===== config.mk =====
export PLATFORM = sky130hd
export DESIGN_NAME = frontend_top
export DESIGN_NICKNAME = d
export VERILOG_FILES = /design/src/verilog/rv32i_types.sv /design/src/verilog/fetch_if.sv /design/src/verilog/fetch_ingress.sv /design/src/verilog/instr_queue.sv /design/src/verilog/decode_stage.sv /design/src/verilog/frontend_top.sv
export SDC_FILE = /design/constraint.sdc
export NUM_CORES = 1
export LEC_CHECK = 0
export BUFFER_PORTS_ARGS = -buffer_cell sky130_fd_sc_hd__buf_2
export CORE_ASPECT_RATIO = 1.2
export CORE_MARGIN = 5
export CORE_UTILIZATION = 45
export DETAILED_ROUTE_END_ITERATION = 6
export PLACE_DENSITY_LB_ADDON = 0.25
export REMOVE_ABC_BUFFERS = 1
export SYNTH_ARGS = -nofsm -noshare
export SYNTH_HDL_FRONTEND = slang
export SYNTH_SLANG_ARGS = --single-unit

===== constraint.sdc =====
create_clock -name clk -period 19.6 [get_ports clk]
set_input_delay 4.9 -clock clk [delete_from_list [all_inputs] [get_ports clk]]
set_output_delay 4.9 -clock clk [all_outputs]
set_load 0.005 [all_outputs]

===== src/verilog/rv32i_types.sv =====
package rv32i_types;

    localparam int iq_depth         = 16;
    localparam int iq_addr_w        = $clog2(iq_depth);
    localparam int dispatch_credits = 4;
    localparam int disp_cnt_w       = $clog2(dispatch_credits + 1);   // holds 0..dispatch_credits

    typedef enum logic [6:0] {
        op     = 7'b0110011,
        op_imm = 7'b0010011,
        load   = 7'b0000011,
        store  = 7'b0100011,
        branch = 7'b1100011,
        lui    = 7'b0110111,
        auipc  = 7'b0010111,
        jal    = 7'b1101111,
        jalr   = 7'b1100111
    } opcode_e;

    // one fetched word, read through whichever format the opcode implies
    typedef union packed {
        struct packed {
            logic [6:0] funct7;
            logic [4:0] rs2;
            logic [4:0] rs1;
            logic [2:0] funct3;
            logic [4:0] rd;
            opcode_e    opcode;
        } r_fmt;
        struct packed {
            logic [11:0] imm;
            logic [4:0]  rs1;
            logic [2:0]  funct3;
            logic [4:0]  rd;
            opcode_e     opcode;
        } i_fmt;
        struct packed {
            logic [6:0] imm_11_5;
            logic [4:0] rs2;
            logic [4:0] rs1;
            logic [2:0] funct3;
            logic [4:0] imm_4_0;
            opcode_e    opcode;
        } s_fmt;
        struct packed {
            logic       imm_12;
            logic [5:0] imm_10_5;
            logic [4:0] rs2;
            logic [4:0] rs1;
            logic [2:0] funct3;
            logic [3:0] imm_4_1;
            logic       imm_11;
            opcode_e    opcode;
        } b_fmt;
        struct packed {
            logic [19:0] imm_31_12;
            logic [4:0]  rd;
            opcode_e     opcode;
        } u_fmt;
        struct packed {
            logic       imm_20;
            logic [9:0] imm_10_1;
            logic       imm_11;
            logic [7:0] imm_19_12;
            logic [4:0] rd;
            opcode_e    opcode;
        } j_fmt;
    } instr_word_t;

    typedef enum logic [2:0] {
        alu_reg,
        alu_imm,
        mem_load,
        mem_store,
        ctrl_branch,
        ctrl_jump,
        upper_imm,
        op_illegal
    } uop_class_e;

    typedef struct packed {
        logic [31:0] pc;
        uop_class_e  uclass;
        logic [2:0]  funct3;
        logic        funct7_b5;   // sub/sra select
        logic [4:0]  rd;
        logic [4:0]  rs1;
        logic [4:0]  rs2;
        logic [31:0] imm;         // already sign-extended
    } decoded_uop_t;

endpackage : rv32i_types


===== src/verilog/fetch_if.sv =====
`timescale 1ns/1ps

// one instruction entry moving between two internal stages
interface fetch_if;
    import rv32i_types::*;

    logic        valid;
    logic [31:0] pc;
    instr_word_t instr;

    modport src (
        output valid,
        output pc,
        output instr
    );

    modport dst (
        input valid,
        input pc,
        input instr
    );

endinterface : fetch_if


===== src/verilog/fetch_ingress.sv =====
`timescale 1ns/1ps

module fetch_ingress (
    input  logic                     clk,
    input  logic                     rst,
    input  logic                     flush,
    input  logic                     fetch_valid,
    input  logic [31:0]              fetch_pc,
    input  rv32i_types::instr_word_t fetch_instr,
    input  logic                     q_full,
    fetch_if.src                     out,
    output logic                     credit_error
);

    logic accept;    // beat moves on toward the queue
    logic overrun;   // fetch sent with no slot left

    assign accept  = fetch_valid && !q_full;
    assign overrun = fetch_valid && q_full && !flush;

    always_ff @(posedge clk) begin
        if (rst || flush) begin
            out.valid <= 1'b0;   // flush drops the staged beat
        end else begin
            out.valid <= accept;
        end
    end

    // payload follows the accepted beat
    always_ff @(posedge clk) begin
        if (accept) begin
            out.pc    <= fetch_pc;
            out.instr <= fetch_instr;
        end
    end

    always_ff @(posedge clk) begin
        if (rst) begin
            credit_error <= 1'b0;
        end else if (overrun) begin
            credit_error <= 1'b1;   // held until reset
        end
    end

endmodule : fetch_ingress


===== src/verilog/instr_queue.sv =====
`timescale 1ns/1ps

module instr_queue (
    input  logic                     clk,
    input  logic                     rst,
    input  logic                     flush,
    fetch_if.dst                     in,
    input  logic                     deq,
    output rv32i_types::instr_word_t head,
    output logic [31:0]              head_pc,
    output logic                     empty,
    output logic                     full
);

    import rv32i_types::*;

    logic [31:0]        pc_mem    [iq_depth];
    instr_word_t        instr_mem [iq_depth];

    logic [iq_addr_w:0] head_ptr;   // top bit is the wrap flag
    logic [iq_addr_w:0] tail_ptr;   // top bit is the wrap flag
    logic [iq_addr_w:0] count;      // entries held
    logic               wrap_full;  // every slot written

    always_ff @(posedge clk) begin
        if (rst || flush) begin
            head_ptr <= '0;   // flush wins over a same-cycle enqueue
            tail_ptr <= '0;
        end else begin
            if (in.valid) begin
                tail_ptr <= tail_ptr + 1'b1;
            end
            if (deq) begin
                head_ptr <= head_ptr + 1'b1;
            end
        end
    end

    always_ff @(posedge clk) begin
        if (in.valid && !flush) begin
            pc_mem[tail_ptr[iq_addr_w-1:0]]    <= in.pc;
            instr_mem[tail_ptr[iq_addr_w-1:0]] <= in.instr;
        end
    end

    assign head    = instr_mem[head_ptr[iq_addr_w-1:0]];
    assign head_pc = pc_mem[head_ptr[iq_addr_w-1:0]];

    assign count     = tail_ptr - head_ptr;
    assign empty     = (tail_ptr == head_ptr);
    assign wrap_full = (tail_ptr[iq_addr_w] != head_ptr[iq_addr_w]) &&
                       (tail_ptr[iq_addr_w-1:0] == head_ptr[iq_addr_w-1:0]);

    // The beat staged in ingress already owns a slot, so the queue reads as full
    // one entry early while that beat is still on its way in.
    assign full = wrap_full ||
                  (in.valid && (count == (iq_addr_w + 1)'(iq_depth - 1)));

endmodule : instr_queue


===== src/verilog/decode_stage.sv =====
`timescale 1ns/1ps

module decode_stage (
    input  logic                      clk,
    input  logic                      rst,
    input  logic                      flush,
    input  rv32i_types::instr_word_t  head,
    input  logic [31:0]               head_pc,
    input  logic                      empty,
    output logic                      deq,
    input  logic                      dispatch_credit,
    output logic                      uop_valid,
    output rv32i_types::decoded_uop_t uop,
    output logic                      fetch_credit
);

    import rv32i_types::*;

    logic [disp_cnt_w-1:0] credits;   // free dispatch slots
    decoded_uop_t          dec;       // head word, decoded
    logic [31:0]           imm_i;
    logic [31:0]           imm_s;
    logic [31:0]           imm_b;
    logic [31:0]           imm_u;
    logic [31:0]           imm_j;
    logic                  is_shift;  // slli/srli/srai

    assign deq = !empty && (credits != '0) && !flush;

    always_ff @(posedge clk) begin
        if (rst) begin
            credits <= disp_cnt_w'(dispatch_credits);
        end else if (deq && !dispatch_credit) begin
            credits <= credits - 1'b1;
        end else if (!deq && dispatch_credit) begin
            credits <= credits + 1'b1;   // flush leaves the count alone
        end
    end

    assign imm_i = {{20{head.i_fmt.imm[11]}}, head.i_fmt.imm};
    assign imm_s = {{20{head.s_fmt.imm_11_5[6]}}, head.s_fmt.imm_11_5, head.s_fmt.imm_4_0};
    assign imm_b = {{19{head.b_fmt.imm_12}}, head.b_fmt.imm_12, head.b_fmt.imm_11,
                    head.b_fmt.imm_10_5, head.b_fmt.imm_4_1, 1'b0};
    assign imm_u = {head.u_fmt.imm_31_12, 12'b0};
    assign imm_j = {{11{head.j_fmt.imm_20}}, head.j_fmt.imm_20, head.j_fmt.imm_19_12,
                    head.j_fmt.imm_11, head.j_fmt.imm_10_1, 1'b0};

    assign is_shift = (head.r_fmt.funct3 == 3'd1) || (head.r_fmt.funct3 == 3'd5);

    // start from the raw register fields, then clear what the class does not use
    always_comb begin
        dec           = '0;
        dec.pc        = head_pc;
        dec.funct3    = head.r_fmt.funct3;
        dec.rd        = head.r_fmt.rd;
        dec.rs1       = head.r_fmt.rs1;
        dec.rs2       = head.r_fmt.rs2;
        case (head.r_fmt.opcode)
            op: begin
                dec.uclass    = alu_reg;
                dec.funct7_b5 = head.r_fmt.funct7[5];
            end
            op_imm: begin
                dec.uclass    = alu_imm;
                dec.rs2       = '0;
                dec.imm       = imm_i;
                dec.funct7_b5 = is_shift ? head.r_fmt.funct7[5] : 1'b0;
            end
            load: begin
                dec.uclass = mem_load;
                dec.rs2    = '0;
                dec.imm    = imm_i;
            end
            store: begin
                dec.uclass = mem_store;
                dec.rd     = '0;
                dec.imm    = imm_s;
            end
            branch: begin
                dec.uclass = ctrl_branch;
                dec.rd     = '0;
                dec.imm    = imm_b;
            end
            jal: begin
                dec.uclass = ctrl_jump;
                dec.rs1    = '0;
                dec.rs2    = '0;
                dec.imm    = imm_j;
            end
            jalr: begin
                dec.uclass = ctrl_jump;
                dec.rs2    = '0;
                dec.imm    = imm_i;
            end
            lui, auipc: begin
                dec.uclass = upper_imm;
                dec.rs1    = '0;
                dec.rs2    = '0;
                dec.imm    = imm_u;
            end
            default: begin
                dec        = '0;   // only the pc survives
                dec.pc     = head_pc;
                dec.uclass = op_illegal;
            end
        endcase
    end

    always_ff @(posedge clk) begin
        if (rst) begin
            uop_valid    <= 1'b0;
            fetch_credit <= 1'b0;
        end else begin
            uop_valid    <= deq;
            fetch_credit <= deq;   // one freed queue slot
        end
    end

    always_ff @(posedge clk) begin
        if (deq) begin
            uop <= dec;
        end
    end

endmodule : decode_stage


===== src/verilog/frontend_top.sv =====
`timescale 1ns/1ps

module frontend_top (
    input  logic                      clk,
    input  logic                      rst,
    input  logic                      flush,
    input  logic                      fetch_valid,
    input  logic [31:0]               fetch_pc,
    input  rv32i_types::instr_word_t  fetch_instr,
    output logic                      fetch_credit,
    output logic                      uop_valid,
    output rv32i_types::decoded_uop_t uop,
    input  logic                      dispatch_credit,
    output logic                      credit_error
);

    logic                     q_full;
    logic                     q_empty;
    logic                     q_deq;
    rv32i_types::instr_word_t q_head;
    logic [31:0]              q_head_pc;

    fetch_if ingress_to_queue ();   // staged beat into the queue

    fetch_ingress u_ingress (
        .clk          (clk),
        .rst          (rst),
        .flush        (flush),
        .fetch_valid  (fetch_valid),
        .fetch_pc     (fetch_pc),
        .fetch_instr  (fetch_instr),
        .q_full       (q_full),
        .out          (ingress_to_queue.src),
        .credit_error (credit_error)
    );

    instr_queue u_queue (
        .clk     (clk),
        .rst     (rst),
        .flush   (flush),
        .in      (ingress_to_queue.dst),
        .deq     (q_deq),
        .head    (q_head),
        .head_pc (q_head_pc),
        .empty   (q_empty),
        .full    (q_full)
    );

    decode_stage u_decode (
        .clk             (clk),
        .rst             (rst),
        .flush           (flush),
        .head            (q_head),
        .head_pc         (q_head_pc),
        .empty           (q_empty),
        .deq             (q_deq),
        .dispatch_credit (dispatch_credit),
        .uop_valid       (uop_valid),
        .uop             (uop),
        .fetch_credit    (fetch_credit)
    );

endmodule : frontend_top


* Word level (Yosys, flattened, before mapping)
Memory sizes are Yosys's and may differ from the RTL's. A register that Yosys moved wholly into a read port is not among the register bits. Cells that the tools add are included.
Cells by class: add/subtract/negate cells 5, multipliers 0, div/mod/pow operators 0, magnitude comparators 0, eq/ne operators 15, shift operators 0, muxes and demuxes 10, bitwise gates (word level) 0, reduce and logical (&&, ||, !) cells 27
Operators by type and width (count):
- case mux 32 bit (5 select lines) | 1
- equality test 7 x 6 -> 1 bit (second input constant) | 3
- equality test 7 bit (second input constant) | 3
- case mux 3 bit (7 select lines) | 1
- equality test 7 x 5 -> 1 bit (second input constant) | 2
- adder 5 x 1 -> 5 bit (second input constant) | 2
- logical AND 1 bit | 10
- OR reduction 9 bit | 1
- two-way mux 4 bit | 2
- equality test 7 x 2 -> 1 bit (second input constant) | 1
- OR reduction 7 bit | 1
- two-way mux 3 bit | 2
- OR reduction 3 bit | 2
- OR reduction 6 bit | 1
- equality test 5 x 4 -> 1 bit (second input constant) | 1
- equality test 5 bit | 1
- logical NOT 1 bit | 5
- subtractor 5 bit | 1
- equality test 4 bit | 1
- OR reduction 2 bit | 2
- adder 3 x 1 -> 3 bit (second input constant) | 1
- equality test 3 x 1 -> 1 bit (second input constant) | 1
- equality test 3 bit (second input constant) | 1
- logical OR 1 bit | 3
- 6 further kinds | 8
Word-level totals: bits in registers 134, latch bits 0, RAM bits 1024, memory bits (read-only) 0, input bits 69, output and inout bits 89, logic and storage cells 74, memories kept 2
Memories:
- u_queue.instr_mem | depth 16, width 32, read ports 1, clocked after memory_dff 1, write ports 1, line instr_queue.sv:18 | instr_word_t instr_mem [iq_depth];
- u_queue.pc_mem | depth 16, width 32, read ports 1, clocked after memory_dff 1, write ports 1, line instr_queue.sv:17 | logic [31:0] pc_mem [iq_depth];

* Depth between registers and ports, before layout
word-level depth 8, gate-level depth with buffers 14, gate-level depth less buffers 11

* By module
A second synthesis with hierarchy kept.
Unflattened totals: cells, all modules 1953, area total of the unflattened synthesis 44581.5 um2
By module, submodules not included:
- instr_queue | times used 1, cells an instance 1657, area an instance 39018.7 um2, sequential area each 31029.8 um2
- decode_stage | times used 1, cells an instance 225, area an instance 3558.4 um2, sequential area each 2662.6 um2
- fetch_ingress | times used 1, cells an instance 71, area an instance 2004.4 um2, sequential area each 1961.9 um2

* Worst setup path before layout
No wires, ideal clock.
kind input -> register, start input flush, end register u_decode.credits[2], library setup time 0.132 ns, arrival 13.311 ns, required time 19.468 ns, path slack 6.156 ns, stages on the path 7, buffers on the path 0, cell sequence nor3_1 -> ha_1 -> inv_1 -> fa_1 -> xor2_1 -> o21ai_0 -> or3b_2
On the way: longest elaborated chain between the ends 5, elaborated cells between the ends (all ways) 7, those cells by class mux (1); reduce/logical (6)
RTL lines:
- start, declared | line frontend_top.sv:6 | input logic flush,
- logical NOT 1 bit (*) | line decode_stage.sv:28 | assign deq = !empty && (credits != '0) && !flush;
- logical AND 1 bit (*) | line decode_stage.sv:28
- logical NOT 1 bit | line decode_stage.sv:35 | end else if (!deq && dispatch_credit) begin
- logical AND 1 bit | line decode_stage.sv:35
- nonzero test 2 bit (no line)
- end signal, assigned | line decode_stage.sv:32 | credits <= disp_cnt_w'(dispatch_credits);
- end signal, assigned | line decode_stage.sv:34 | credits <= credits - 1'b1;
- end signal, assigned | line decode_stage.sv:36 | credits <= credits + 1'b1;
- end, declared | line decode_stage.sv:19 | logic [disp_cnt_w-1:0] credits;
Every way passes the cells marked *; elsewhere a longest branch is shown, timed or not. A chain may end at the register's enable or synchronous reset.

* Worst setup path after layout
start input flush, end memory u_queue.pc_mem[8][7] (enable)
On the way: longest elaborated chain between the ends 4
RTL lines:
- logical NOT 1 bit | line instr_queue.sv:40 | if (in.valid && !flush) begin
- logical AND 1 bit | line instr_queue.sv:40
- two-way mux 1 bit | line instr_queue.sv:40
- two-way mux 1 bit (implied by the code) | line instr_queue.sv:41 | pc_mem[tail_ptr[iq_addr_w-1:0]] <= in.pc;
- end, declared | line instr_queue.sv:17
Every way passes these cells.

==> metrics.txt <==
status finished, final reports clean; CTS buffer count 118; wire per inst around 27 um; Initial Utilization roughly 45%; clock root cell clkbuf_16; vias per inst 5.67; Period minus WS final roughly 6600 ps; post_cts resized 0; H-tree depth 3; flops & latches, synth 1194; Crit. Startpoint flush; routed vias 19600; WP data arrival just under 7000 ps; later-pin clock latency in the skew report 690 ps; Critical Path Start Type input port; layout cells sized above 1 31.7%; final setup TNS 0 ps; DIE WIDTH 298 um; HPWL after DPL approximately 53 mm; I/O pins about 160; vias in the first global route 21200; fmax 0.150 GHz; initial antenna violation count 1; worst slew pin tran ~1200 ps; clock skew 27.0 ps; Synth Instances around 1800; WP data required 19900 ps; beginning of the worst hold path u_ingress.credit_error; Die H 356 um; Reg area 0.0357 mm^2; first-pass GRT wire length 141 mm; Nets between 2000 and 2500; Clock Sinks 1194; footprint of the multi-input gates 0.00869 mm^2; Worst setup EP type register; Worst-path clk slew 60 ps; fin. max-slew vios 0; Worst path max stage delay just over 800 ps; CP Cell Sequence buf_2, inv_1, nand3_1, nor2_4, buf_4; router iterations before antenna repair 7; post-synthesis sequential area ratio 79.5%; crit-path leading delay family simple AND/OR/NAND/NOR gates; RSZ-0062 raised after global routing no; Die Area 0.106 mm^2; CORE AREA 0.0987 mm^2; Placed Cells 3231; Worst Path Buf+Inv 3; Synthesis Warnings 0; GRT Util Overall 17.9%; number of enable flip-flop cells after synthesis 1174; worst hold path type reg2reg; Max Fanout on Critical Path 40; Site Rows 126; Avg Inst Size Synth 24.3 um^2; Yosys cell types 65; Post-Synthesis Cell Area 0.0449 mm^2; setup violators final 0; max cap viols 0; Layout Cells excl Fill 3451; first-iteration detailed-routing DRC count about 1600; Worst Setup Path Type in2reg; I/O Buffers 157; Post-Route WL between 90 and 100 mm; area grow syn2layout 13.7%; Slew headroom 22.7%; slowest cell on the critical path nor2_4; gr ovfl total 0; Clock Path Buffers 3; DRC viols 0; Final Hold Viols 0; crit share post-route about a third; number of inserted diodes 0; post-cts hold buffer count 0; leakage power 15.9 nW; PwrDens ~100 mW/mm^2; Power Total 0.00516 W; total setup buffers inserted after CTS 0; Antenna Nets Post-Route 0; gp weighted congestion 0.762; Fillers 7563; largest net degree at the start of global routing 109; ys flop type edfxtp_1; async set or reset register ratio after synthesis 0%; Max IR drop VDD 0.0788 mV; CTS tree done
## layout by cell type, fill, tap and decap left out, types with 7 or more instances in the layout
master / count
bufinv_16: 15
clkbuf_16: 121
clkinv_2: 22
o21ai_0: 7
a21o_1: 21
buf_2: 157
nand3_1: 13
mux4_2: 290
clkinv_1: 26
nand2_1: 29
clkbuf_1: 24
dfxtp_1: 13
ha_1: 10
inv_1: 15
buf_4: 30
mux4_1: 15
xor2_1: 7
and2_1: 22
edfxtp_1: 1174
nand4_1: 11
and2_4: 14
nor2_1: 24
## worst paths after layout
kind	to	depth (start not counted)	slack, ps
max reg2reg	u_decode.uop[19]	10	14690
min reg2reg	u_ingress.credit_error	2	500
max	u_queue.pc_mem[8][7]	5	12950
min	u_ingress.credit_error	2	500
## routing by layer
layer,vias to the layer above,share of wire [%],track usage (%)
met3,98,4.4,2.63
met5,-,0,0
met1,10500,40,23.1
met4,0,1.6,3.98
li1,8344,-,-
met2,562,54,32.5
## final cells by class
cell class	count	share of cell area, %
clock buffer	147	6.17
clock inverter	73	1.56
inverter	16	0.118
multi-input combinational	553	17.0
sequential	1194	70.0
tap	1280	3.14
timing repair buffer	188	2.02
## per-stage QoR
stage                     hold slack (ps)  util, %  setup slack, ps  cell area, um^2
after floorplan                       461        -             4990            44300
after global placement                510     47.7            12230            47100
after detailed placement              500     47.7            12200            47100
after CTS                             515     51.7            12930            51000
after global routing                  531     51.7            12840            51000
final                                 502     51.7            12950            51000
## sequential cells by signal (all words and copies together), names as in the netlist, named ones only
name                    cells
u_ingress.credit_error      1
u_queue.instr_mem         512
u_queue.head_ptr            5
u_queue.tail_ptr            5
u_ingress.out.pc           32
u_queue.pc_mem            512
u_ingress.out.valid         1
u_decode.uop               86
u_decode.uop_valid          1
u_decode.credits            3
u_ingress.out.instr        32
## worst reg2reg max path, stage by stage (launching register included)
cell and delay, ps:
dfxtp_4 620, buf_4 680, buf_4 910, nor3b_1 190
a22oi_1 210, o22ai_1 110, a211o_1 530, nor3_2 640
buf_4 280, o21a_1 450, a21o_1 150
## kinds of logic after synthesis
| logic type | Yosys count | share of synthesized area, % |
|---|---|---|
| AOI/OAI and AO/OA | 64 | 1.16 |
| adders and majority gates | 12 | 0.368 |
| muxes | 308 | 15.5 |
| and+or+nand+nor | 157 | 1.95 |
| xor gates and xnor gates | 12 | 0.234 |
| buffers and inverters | 100 | 1.29 |
| DFF | 1194 | 79.5 |
## cell usage after synthesis (11+ instances only)
cell      count  share of area (%)
dfxtp_1      20               0.89
nand2_1      29               0.24
clkbuf_1     32               0.27
mux4_1       15               0.88
and2_1       36               0.50
inv_1        15               0.13
nand4_1      11               0.15
nor2_1       26               0.22
edfxtp_1   1174                 79
buf_1        18               0.15
nand3_1      13               0.15
a21o_1       21               0.35
mux4_2      290                 15
## power by group
part	internal [W]	switching, W
Clock	0.00133	0.000936
Sequential	0.00282	0.0000335
Combinational	0.0000189	0.0000235
No activity file was read; power rests on OpenSTA's default activity.
